--- config.mk ---
export PLATFORM = sky130hd
export DESIGN_NAME = nes_glue_top
export DESIGN_NICKNAME = d
export VERILOG_FILES = /design/src/design/nes_glue_pkg.sv /design/src/design/nes_glue_top.sv /design/src/design/joypad_shifter.sv /design/src/design/bus_sequencer.sv /design/src/design/host_reg_decode.sv
export VERILOG_INCLUDE_DIRS = /design/src /design/src/design
export SDC_FILE = /design/constraint.sdc
export NUM_CORES = 1
export LEC_CHECK = 0
export BUFFER_PORTS_ARGS = -buffer_cell sky130_fd_sc_hd__buf_2
export CORE_MARGIN = 2
export CORE_UTILIZATION = 45
export CTS_BUF_LIST = sky130_fd_sc_hd__clkbuf_8
export CTS_CLUSTER_DIAMETER = 200
export DETAILED_ROUTE_END_ITERATION = 8
export PLACE_DENSITY = 0.91
export SYNTH_ARGS = -nofsm -noshare
export SYNTH_HDL_FRONTEND = slang
export SYNTH_SLANG_ARGS = --single-unit
export TNS_END_PERCENT = 50
--- constraint.sdc ---
create_clock -name clk -period 2.35 [get_ports clk]
set_input_delay 0.3525 -clock clk [delete_from_list [all_inputs] [get_ports clk]]
set_output_delay 0.3525 -clock clk [all_outputs]
set_load 0.05 [all_outputs]
--- src/design/nes_glue_settings.svh ---
// --------------------------------------------------
// fixed constants of the nes glue logic
// memory address width, bus phase timing and the
// host register map of the uart demux
// --------------------------------------------------
`ifndef NES_GLUE_SETTINGS_SVH
`define NES_GLUE_SETTINGS_SVH

// memory side
`define NES_ADDR_W      22      // 4 MB sdram space

// one nes step is five clk cycles, memory slot on phase 0
`define NES_PHASES      5
`define NES_RUN_PHASE   4       // nes core clock enable

// host register addresses
`define HOST_ADDR_CONF  8'h35   // loader configuration
`define HOST_ADDR_DATA  8'h37   // rom byte stream
`define HOST_ADDR_BTN1  8'h40   // host buttons, port 1
`define HOST_ADDR_BTN2  8'h41   // host buttons, port 2

// bit of the configuration register that holds the loader in reset
`define CONF_RESET_BIT  0

`endif
--- src/design/nes_glue_pkg.sv ---
// --------------------------------------------------
// types shared by the nes glue modules
// bytes, memory addresses, button words, bus phases
// --------------------------------------------------
`include "nes_glue_settings.svh"

package nes_glue_pkg;

  // one data byte on the host, sd and memory buses
  typedef logic [7:0] byte_t;

  // memory address into the sdram space
  typedef logic [`NES_ADDR_W-1:0] mem_addr_t;

  // button word, bit order R L D U START SELECT B A
  typedef logic [7:0] btn_t;

  // phases of one nes step
  typedef enum logic [2:0] {
    PH_MEM  = 3'd0,  // memory command issued
    PH_ACT  = 3'd1,  // row activate
    PH_RW   = 3'd2,  // read or write
    PH_WAIT = 3'd3,
    PH_NES  = 3'd4   // nes core runs, read data valid
  } bus_phase_e;

endpackage

--- src/design/nes_glue_top.sv ---
// --------------------------------------------------
// nes glue top level
// host decode, bus sequencer and joypad shifter
// --------------------------------------------------
`timescale 1ns/1ps
`include "nes_glue_settings.svh"

module nes_glue_top (
  input  logic                     clk,
  input  logic                     sys_resetn,
  // host and sd card
  input  nes_glue_pkg::byte_t      host_addr,
  input  nes_glue_pkg::byte_t      host_data,
  input  logic                     host_write,
  input  nes_glue_pkg::byte_t      sd_data,
  input  logic                     sd_valid,
  // external game loader
  input  logic                     loader_done,
  input  nes_glue_pkg::mem_addr_t  loader_addr,
  input  nes_glue_pkg::byte_t      loader_wdata,
  input  logic                     loader_write,
  input  logic                     loader_refresh,
  // nes core memory requests
  input  logic                     cpu_read,
  input  logic                     ppu_read,
  input  logic                     nes_write,
  input  nes_glue_pkg::mem_addr_t  nes_addr,
  input  nes_glue_pkg::byte_t      nes_wdata,
  // joypads
  input  logic                     joypad_strobe,
  input  logic [1:0]               joypad_clock,
  input  nes_glue_pkg::btn_t       pad_btn1,
  input  nes_glue_pkg::btn_t       pad_btn2,
  output nes_glue_pkg::byte_t      loader_byte,
  output logic                     loader_strobe,
  output logic                     loader_reset,
  output logic                     run_nes,
  output logic                     mem_read_a,
  output logic                     mem_read_b,
  output logic                     mem_write,
  output logic                     mem_refresh,
  output nes_glue_pkg::mem_addr_t  mem_addr,
  output nes_glue_pkg::byte_t      mem_din,
  output logic [1:0]               joypad_data
);

  nes_glue_pkg::btn_t host_btn1;  // host register to joypad port 1
  nes_glue_pkg::btn_t host_btn2;

  host_reg_decode u_decode (
    .clk(clk), .sys_resetn(sys_resetn),
    .host_addr(host_addr), .host_data(host_data), .host_write(host_write),
    .sd_data(sd_data), .sd_valid(sd_valid),
    .loader_byte(loader_byte), .loader_strobe(loader_strobe),
    .loader_reset(loader_reset),
    .host_btn1(host_btn1), .host_btn2(host_btn2)
  );

  bus_sequencer u_seq (
    .clk(clk), .sys_resetn(sys_resetn), .loader_done(loader_done),
    .loader_addr(loader_addr), .loader_wdata(loader_wdata),
    .loader_write(loader_write), .loader_refresh(loader_refresh),
    .cpu_read(cpu_read), .ppu_read(ppu_read), .nes_write(nes_write),
    .nes_addr(nes_addr), .nes_wdata(nes_wdata),
    .run_nes(run_nes), .mem_read_a(mem_read_a), .mem_read_b(mem_read_b),
    .mem_write(mem_write), .mem_refresh(mem_refresh),
    .mem_addr(mem_addr), .mem_din(mem_din)
  );

  joypad_shifter u_joypad (
    .clk(clk), .sys_resetn(sys_resetn),
    .joypad_strobe(joypad_strobe), .joypad_clock(joypad_clock),
    .host_btn1(host_btn1), .host_btn2(host_btn2),
    .pad_btn1(pad_btn1), .pad_btn2(pad_btn2),
    .joypad_data(joypad_data)
  );

endmodule

--- src/design/joypad_shifter.sv ---
// --------------------------------------------------
// joypad shifter
// two latching shift registers feeding the serial
// joypad inputs of the nes core
// --------------------------------------------------
`timescale 1ns/1ps
`include "nes_glue_settings.svh"

module joypad_shifter (
  input  logic                clk,
  input  logic                sys_resetn,
  input  logic                joypad_strobe,
  input  logic [1:0]          joypad_clock,
  input  nes_glue_pkg::btn_t  host_btn1,
  input  nes_glue_pkg::btn_t  host_btn2,
  input  nes_glue_pkg::btn_t  pad_btn1,
  input  nes_glue_pkg::btn_t  pad_btn2,
  output logic [1:0]          joypad_data
);

  nes_glue_pkg::btn_t btn_load [2];  // word latched on strobe
  nes_glue_pkg::btn_t bits_q [2];    // shift register per port
  logic [1:0]         last_clk_q;
  logic [1:0]         clk_fall;

  // host buttons and controller buttons are merged
  assign btn_load[0] = host_btn1 | pad_btn1;
  assign btn_load[1] = host_btn2 | pad_btn2;

  // falling edge against last cycle's joypad clock
  assign clk_fall = last_clk_q & ~joypad_clock;

  always_ff @(posedge clk) begin
    if (!sys_resetn) begin
      bits_q[0]  <= '0;
      bits_q[1]  <= '0;
      last_clk_q <= '0;
    end else begin
      for (int p = 0; p < 2; p++) begin
        if (joypad_strobe)
          bits_q[p] <= btn_load[p];
        // a shift in the same cycle takes precedence
        if (clk_fall[p])
          bits_q[p] <= {1'b0, bits_q[p][7:1]};  // lsb first, zero fill
      end
      last_clk_q <= joypad_clock;
    end
  end

  // port 2 on bit 1
  assign joypad_data = {bits_q[1][0], bits_q[0][0]};

endmodule

--- src/design/bus_sequencer.sv ---
// --------------------------------------------------
// bus sequencer
// five phase counter, nes run strobe and the
// loader / nes arbitration of the memory port
// --------------------------------------------------
`timescale 1ns/1ps
`include "nes_glue_settings.svh"

module bus_sequencer (
  input  logic                     clk,
  input  logic                     sys_resetn,
  input  logic                     loader_done,
  input  nes_glue_pkg::mem_addr_t  loader_addr,
  input  nes_glue_pkg::byte_t      loader_wdata,
  input  logic                     loader_write,
  input  logic                     loader_refresh,
  input  logic                     cpu_read,
  input  logic                     ppu_read,
  input  logic                     nes_write,
  input  nes_glue_pkg::mem_addr_t  nes_addr,
  input  nes_glue_pkg::byte_t      nes_wdata,
  output logic                     run_nes,
  output logic                     mem_read_a,
  output logic                     mem_read_b,
  output logic                     mem_write,
  output logic                     mem_refresh,
  output nes_glue_pkg::mem_addr_t  mem_addr,
  output nes_glue_pkg::byte_t      mem_din
);

  localparam nes_glue_pkg::bus_phase_e LAST_PHASE =
    nes_glue_pkg::bus_phase_e'(`NES_PHASES - 1);
  localparam nes_glue_pkg::bus_phase_e RUN_PHASE =
    nes_glue_pkg::bus_phase_e'(`NES_RUN_PHASE);

  //  phase   | 0 mem | 1 act | 2 rw | 3 wait | 4 nes |
  //  the read issued on phase 0 is back by phase 4
  nes_glue_pkg::bus_phase_e phase_q;

  logic run_mem;
  logic nes_idle;    // no nes access pending
  logic loader_sel;  // loader owns addr and data

  always_ff @(posedge clk) begin
    if (!sys_resetn) begin
      phase_q <= nes_glue_pkg::PH_MEM;
    end else if (phase_q == LAST_PHASE) begin
      phase_q <= nes_glue_pkg::PH_MEM;  // wrap after the nes phase
    end else begin
      phase_q <= nes_glue_pkg::bus_phase_e'(phase_q + 3'd1);
    end
  end

  // nothing runs until the rom is loaded
  assign run_mem = (phase_q == nes_glue_pkg::PH_MEM) && loader_done;
  assign run_nes = (phase_q == RUN_PHASE) && loader_done;

  assign nes_idle   = !cpu_read && !ppu_read && !nes_write;
  assign loader_sel = loader_write;

  // nes accesses only reach memory in the memory slot
  assign mem_read_a = cpu_read && run_mem;
  assign mem_read_b = ppu_read && run_mem;
  assign mem_write  = loader_sel || (nes_write && run_mem);

  // refresh on an idle slot, or when the loader asks for one
  assign mem_refresh = (run_mem && nes_idle && !loader_sel)
                    || (loader_refresh && !loader_sel);

  // loader writes override the nes
  assign mem_addr = loader_sel ? loader_addr : nes_addr;
  assign mem_din  = loader_sel ? loader_wdata : nes_wdata;

endmodule

--- src/design/host_reg_decode.sv ---
// --------------------------------------------------
// host register decode
// loader byte stream, loader reset, host buttons
// --------------------------------------------------
`timescale 1ns/1ps
`include "nes_glue_settings.svh"

module host_reg_decode (
  input  logic                 clk,
  input  logic                 sys_resetn,
  input  nes_glue_pkg::byte_t  host_addr,
  input  nes_glue_pkg::byte_t  host_data,
  input  logic                 host_write,
  input  nes_glue_pkg::byte_t  sd_data,
  input  logic                 sd_valid,
  output nes_glue_pkg::byte_t  loader_byte,
  output logic                 loader_strobe,
  output logic                 loader_reset,
  output nes_glue_pkg::btn_t   host_btn1,
  output nes_glue_pkg::btn_t   host_btn2
);

  logic wr_conf;
  logic wr_data;
  logic wr_btn1;
  logic wr_btn2;
  logic conf_reset_q;  // loader held in reset by host

  // address match, qualified by the write strobe
  assign wr_conf = host_write && (host_addr == `HOST_ADDR_CONF);
  assign wr_data = host_write && (host_addr == `HOST_ADDR_DATA);
  assign wr_btn1 = host_write && (host_addr == `HOST_ADDR_BTN1);
  assign wr_btn2 = host_write && (host_addr == `HOST_ADDR_BTN2);

  // rom stream, sd card wins over the host
  assign loader_byte   = sd_valid ? sd_data : host_data;
  assign loader_strobe = sd_valid || wr_data;

  assign loader_reset = !sys_resetn || conf_reset_q;

  always_ff @(posedge clk) begin
    if (!sys_resetn) begin
      conf_reset_q <= 1'b0;
      host_btn1    <= '0;
      host_btn2    <= '0;
    end else begin
      if (wr_conf)
        conf_reset_q <= host_data[`CONF_RESET_BIT];  // other bits unused
      if (wr_btn1)
        host_btn1 <= host_data;
      if (wr_btn2)
        host_btn2 <= host_data;
    end
  end

endmodule

==> impl_results.md, run 1 <==
- Status: finished clean
- Critical Path Slowest Stage Cell: dfxtp_1
- Final setup violating endpoints: 0
- Setup TNS: 0 ps
- Reg-to-reg slack, setup: about 1100 ps
- Startpoint Class: register
- Worst-path cell chain: inv_1 -> ha_1 -> and3b_1 -> a21oi_1 -> nor2_1 -> buf_2
- Final Skew: 4.64 ps
- Most common flop cell mapped by yosys: dfxtp_1
- Register area: 911 sq um
- Cts hold-fix bufs: 0
- Die height: around 73 um
- Gpl congestion: 0.779
- Standby leakage power: 1.48 nW
- Hold Crit Class: primary input to register
- Post-synth EDFFs: 15
- MaxCap Viol Count: 0
- Nets@finish: between 400 and 500
- Relative slew slack: 0.554
- Root buffer cell: clkbuf_8
- Die Wd: around 73 um
- CP delay by family, top: flip-flops
- Synth Cell Area: ~2200 sq um
- Global Route Usage Sum: 0.248
- CP Data Arrival Time: between 1500 and 2000 ps
- PwrDens: around 540 nW/um^2
- Sequential area share after synthesis: 0.420
- Vias per inst: 5.26
- Period utilization: 0.834
- Placed insts: 417
- Clock Latency Late Sink: about 280 ps
- Area of the multi-input gates: 1180 sq um
- Initial core utilization: 0.463
- Crit path kind: register to output port
- Critical Path Max Stage Delay: 350 ps
- Number of global-route vias before repair: between 2000 and 2500
- First-pass GRT wire length: 9810 um
- Drt total wl: slightly below 7000 um
- Worst VDD drop: 0.000454 V
- Hold Crit Depth: 2
- Post-CTS Resized: 0
- Final hold vios: 0
- Detailed placement HPWL: just under 6000 um
- DRC violations left: 0
- FF+latch count, synth: 38
- IO Port Bufs: 159
- Synth Instances: 217
- Fillers: 381
- Die area: 5400 sq um
- R2R depth: 2
- CTS Buf Count: 5
- FP Rows: 25
- Critical path buffers and inverters: 2
- CTS tree: done
- Finished Core Util: 0.655
- Min cycle time layout: 1960 ps
- Drt initial violations: 61
- Post-synthesis area per instance: 10.0 sq um
- CP Capture Type: output port
- # H-tree levels: 2
- Setup bufs post-CTS: 0
- Max Fclk: 510 MHz
- Fin worst setup slack: around 390 ps
- Final Hold Slack: approximately 290 ps
- Syn_nets: 332
- Area grow syn2layout: 41.6%
- Final slew viol count: 0
- I/O pins: between 150 and 200
- Worst path depth: 6
- Place WS: 475 ps
- Post-route ant nets: 0
- Routed len/inst: 16.2 um
- Initial antenna violation count: 2
- Worst Tran Pin Value: 670 ps
- Core area: about 4700 sq um
- WP data required: ~2000 ps
- Layout Cells excl Fill: 427
- Clock buffer depth: 2
- Synth cell types: 29
- Yosys warning count: 0
- RSZ-0062 raised after global routing: no
- Layout cells sized above 1: 0.458
- Async SR Flop Fraction: 0
- Grt ovf: 0
- Largest net degree at the start of global routing: 33
- CP max FO: 4
- Total number of vias: 2247
- Clock sinks: 38
- Clock slew at reported path FFs: 70 ps
- TritonRoute pass-1 iters: 4
[sequential cells by signal, summed over array words and instances, names as in the netlist]
signal and count:
u_joypad.bits_q 16, u_decode.host_btn1 8, u_decode.host_btn2 8, u_seq.phase_q 3
u_joypad.last_clk_q 2, u_decode.conf_reset_q 1
[metal layers]
| metal | part of all wire | GRT usage |
|---|---|---|
| met5 | 0 | 0 |
| met4 | 0.020 | 0.0828 |
| met3 | 0.099 | 0.0631 |
| met2 | 0.52 | 0.474 |
| met1 | 0.36 | 0.259 |
[power breakdown]
group | total [W] | switching (W) | internal, W
clock network | 0.000406 | 0.000209 | 0.000197
registers | 0.000725 | 0.00000947 | 0.000716
logic | 0.000519 | 0.000351 | 0.000167
[cell type report]
cell class | count | share of cell area
well taps | 54 | 0.0220
diodes | 2 | 0.00163
repair buffers | 162 | 0.266
clock inverters | 3 | 0.00366
inverters | 4 | 0.00488
multi-input cells | 159 | 0.383
clock buffers | 5 | 0.0224
flip-flops and latches | 38 | 0.296
[worst reg2reg max path, cell delays in order, from the launching register on]
cell     delay [ps]
dfxtp_1         300
and3b_1         160
or3_1           480
[worst paths after layout]
check | startpoint | to
hold reg to reg | u_decode.host_btn2[4] | u_decode.host_btn2[4]
setup reg to reg | u_joypad.last_clk_q[0] | u_joypad.bits_q[0][6]
setup / recovery | u_seq.phase_q[0] | mem_refresh
hold / removal | joypad_clock[1] | u_joypad.last_clk_q[1]
[layout by cell type, fill, tap and decap left out, drive strengths merged]
master / n
buf: 162
nand2: 40
mux2: 38
dfxtp: 23
nor2: 20
mux2i: 16
edfxtp: 15
o31ai: 14
inv: 7
clkbuf: 5
and2: 4
nor3: 4
and3b: 3
and3: 3
diode: 2
or3: 2
a21o: 2
a21oi: 2
ha: 2
or4b: 2
nand2b: 1
nand4bb: 1
nand4b: 1
o311ai: 1
o41ai: 1
nor3b: 1
a2111oi: 1
[synth_stat cells (3+ instances only)]
cell type	n	area [sq um]
nor2_1	20	75.1
edfxtp_1	15	450
and3_1	3	18.8
inv_1	4	15.0
dfxtp_1	23	460
and2_1	4	25.0
clkbuf_1	11	41.3
o31ai_1	14	105
nand2_1	40	150
buf_1	3	11.3
and3b_1	3	26.3
mux2_1	38	428
mux2i_1	16	160
[per-stage QoR]
step / instance area, sq um / total power [W]
after floorplan: 2170 / 0.00108
after global placement: 2990 / 0.00125
after detailed placement: 2990 / 0.00126
after CTS: 3070 / 0.00166
after global routing: 3070 / 0.00171
final: 3070 / 0.00165
[cells by family (layout without fill, tap and decap cells)]
kind of cell               count (synthesis)  in the layout  synth area share
AOI/OAI and AO/OA                         21             21            0.0720
DFF                                       38             38             0.420
other                                      0              2                 0
muxes                                     54             54             0.271
and+or+nand+nor                           82             82             0.188
buffers and inverters                     20            174            0.0380
adders and majority gates                  2              2            0.0115
Note: power is estimated with default switching activity, not from simulation.
==> run 2: changes to the inputs <==
- ABC_AREA: not set -> 1
- CORE_UTILIZATION: 45 -> 40
- PLACE_DENSITY: 0.91 -> 0.83
- clock period: 2.35 -> 1.8 ns (I/O delays scaled with it)
==> run 2 against run 1 <==
Against the previous run: register-to-register slack worse by 600 ps; die area up 25%; sequential cell count unchanged; synthesized cell count up 76%; cell area up 9.5%; critical path type unchanged; largest power group unchanged; highest routed layer unchanged.
==> impl_results.md, run 2 <==
- DRC violations left: 0 (unchanged)
- Most frequent cells in the layout: 158 x buf_2, 156 x nand2_1, 61 x inv_1
- Final hold vios: 0 (unchanged)
- Synth cell types: 24 (-17%)
- Largest Register: u_joypad.bits_q
- Critical Path Slowest Stage Cell: dfxtp_1
- Cts hold-fix bufs: 0 (unchanged)
- Most common flop cell mapped by yosys: dfxtp_1
- Fillers: 571 (+50%)
- TritonRoute pass-1 iters: 4 (unchanged)
- Hold Crit Class: primary input to register
- Root buffer cell: clkbuf_8
- Layout cells sized above 1: 0.341 (-0.117)
- Yosys warning count: 0 (unchanged)
- Hold Crit Depth: 3 (+1)
- First-pass GRT wire length: 9660 um (-1.5%)
- Detailed placement HPWL: 5690 um (-1.8%)
- Synth Instances: 382 (+76%)
- Synth Cell Area: 2450 sq um (+13%)
- Critical Path Max Stage Delay: 350 ps (about the same)
- Gpl congestion: 0.841 (+7.9%)
- CP max FO: 3 (-1)
- Worst Tran Pin Value: 331 ps (-339 ps)
- Setup TNS: 0 ps (unchanged)
- R2R depth: 4 (+2)
- Worst VDD drop: 0.000262 V (-42%)
- Async SR Flop Fraction: 0 (unchanged)
- Die height: 82.3 um (+12%)
- CP Data Arrival Time: 1450 ps (-160 ps)
- Crit path top cell by count: inv_1
- Setup bufs post-CTS: 0 (unchanged)
- Nets@finish: 650 (+34%)
- Clock sinks: 38 (unchanged)
- Startpoint Class: register
- Comb pwr share: 0.331 (+0.017)
- Total net switching power: 0.000809 W (+42%)
- Final slew viol count: 0 (unchanged)
- Status: finished clean
- Top-area cell type share of the netlist area: 0.239 (+0.0268)
- Clk pwr share: 0.241 (-0.005)
- Core area: 5920 sq um (+26%)
- Design area: 3370 sq um (+9.5%)
- Top flop regs: u_joypad.bits_q: 16 flops, u_decode.host_btn1: 8 flops, u_decode.host_btn2: 8 flops
- PwrDens: 659 nW/um^2 (+23%)
- Post-placement cell area: 3280 sq um (+9.6%)
- Seq pwr share: 0.429 (-0.010)
- Min cycle time layout: 1720 ps
- Period utilization: 0.953
- Post-synthesis area per instance: 6.42 sq um (-36%)
- Crit path kind: register to output port
- CP delay by family, top: flip-flops
- Max FFs per register: 16 (unchanged)
- Commonest non-fill, non-tap cell in the layout: buf_2
- Standby leakage power: 1.93 nW (+31%)
- Clock buffer depth: 2 (unchanged)
- CP Capture Type: output port
- Final setup violating endpoints: 0 (unchanged)
- Area leader, netlist: nand2_1
- IO Port Bufs: 159 (unchanged)
- Vias per inst: 4.56 (-13%)
- CTS Buf Count: 5 (unchanged)
- Most frequent cell after synthesis: nand2_1
- Global Route Usage Sum: 0.186 (-0.0615)
- Number of global-route vias before repair: 2263 (+12%)
- Worst path depth: 7 (+1)
- Drt initial violations: 92 (+51%)
- Largest net degree at the start of global routing: 32 (-3.0%)
- Max Fclk: 583 MHz
- # H-tree levels: 2 (unchanged)
- Clock slew at reported path FFs: 70 ps (about the same)
- FP Rows: 28 (+12%)
- Post-CTS Resized: 0 (unchanged)
- Sequential area share after synthesis: 0.372 (-0.0480)
- I/O pins: 160 (unchanged)
- Die area: 6770 sq um (+25%)
- RSZ-0062 raised after global routing: no
- Switching Share: 0.364 (+0.0190)
- Clock Latency Late Sink: 290 ps (about the same)
- Routed len/inst: 11.3 um (-30%)
- Drt total wl: 6890 um (-0.33%)
- Final Skew: 4.40 ps (-0.243 ps)
- Grt ovf: 0 (unchanged)
- Critical path buffers and inverters: 3 (+1)
- Commonest cells in the netlist: 156 x nand2_1, 58 x inv_1, 37 x nor2_1
- Worst-path cell chain: inv_1 -> ha_1 -> nand3_2 -> inv_1 -> a21oi_1 -> nor2_1 -> clkbuf_4
- Initial core utilization: 0.414 (-0.0487)
- Internal Pwr Total: 0.00141 W (+31%)
- Syn_nets: 497 (+50%)
- CTS tree: done
- WP data required: 1530 ps (-470 ps)
- Total number of vias: 2792 (+24%)
- Initial antenna violation count: 1 (-1)
- Post-route ant nets: 0 (unchanged)
- Post-synth EDFFs: 15 (unchanged)
- Relative slew slack: 0.779 (+0.225)
- Area grow syn2layout: 37.4%
- Largest cells by area after synthesis: nand2_1 24%, dfxtp_1 19%, edfxtp_1 18%
- MaxCap Viol Count: 0 (unchanged)
- Die Wd: 82.3 um (+12%)
- FF+latch count, synth: 38 (unchanged)
==> run 2: final timing paths <==
| path | startpoint | endpoint | slack (ps) |
|---|---|---|---|
| setup / recovery | u_seq.phase_q[1] | mem_refresh | 80 |
| setup reg to reg | u_joypad.last_clk_q[0] | u_joypad.bits_q[0][0] | 510 |
| hold / removal | joypad_clock[1] | u_joypad.last_clk_q[1] | 190 |
| hold reg to reg | u_seq.phase_q[0] | u_seq.phase_q[0] | 420 |
==> run 2: power by group through the flow <==
stage	clock (W)	sequential (W)	combinational [W]
5_1_grt	0.000588	0.000955	0.000798
4_1_cts	0.000546	0.000951	0.000735
3_3_place_gp	0	0.000968	0.000720
3_5_place_dp	0	0.000970	0.000733
2_1_floorplan	0	0.000965	0.000498
6_report	0.000534	0.000952	0.000735
==> run 2: final cells by class <==
cell class              count  area (sq um)  area share
inverters                  61           229      0.0680
repair buffers            162           833       0.247
diodes                      1          2.50    0.000743
flip-flops and latches     38           912       0.271
multi-input cells         267          1220       0.361
clock inverters             3          11.3     0.00334
clock buffers               5          68.8      0.0204
well taps                  75          93.8      0.0279
==> run 2: routing by layer <==
| layer | up-vias | wire length (um) | global-route usage |
|---|---|---|---|
| li1 | 1478 | - | - |
| met1 | 1181 | 2590 | 0.189 |
| met2 | 125 | 3570 | 0.368 |
| met3 | 8 | 601 | 0.0359 |
| met4 | 0 | 132 | 0.0733 |
| met5 | - | 0 | 0 |
==> run 2: kinds of logic after synthesis <==
| logic type | Yosys count | share of synthesized area |
|---|---|---|
| buf+inv | 77 | 0.134 |
| flops | 38 | 0.372 |
| simple gates | 231 | 0.412 |
| xor+xnor | 1 | 0.00357 |
| compound gates | 33 | 0.0679 |
| fa+ha+maj | 2 | 0.0102 |
==> run 2: metrics by stage <==
step                hold slack, ps  utilization  cells  total power, W  setup WS [ps]
floorplan                      368            -    382         0.00146            118
global placement               428        0.553    603         0.00169            376
detailed placement             442        0.553    603         0.00170            323
CTS                            183        0.567    611         0.00223           4.45
global route                   188        0.569    612         0.00234           6.52
finish                         187        0.569    612         0.00222           84.2
==> run 2: tightest hold or removal path, stage by stage <==
cell     delay [ps]
buf_2            90
nand2_1          50
inv_1            40
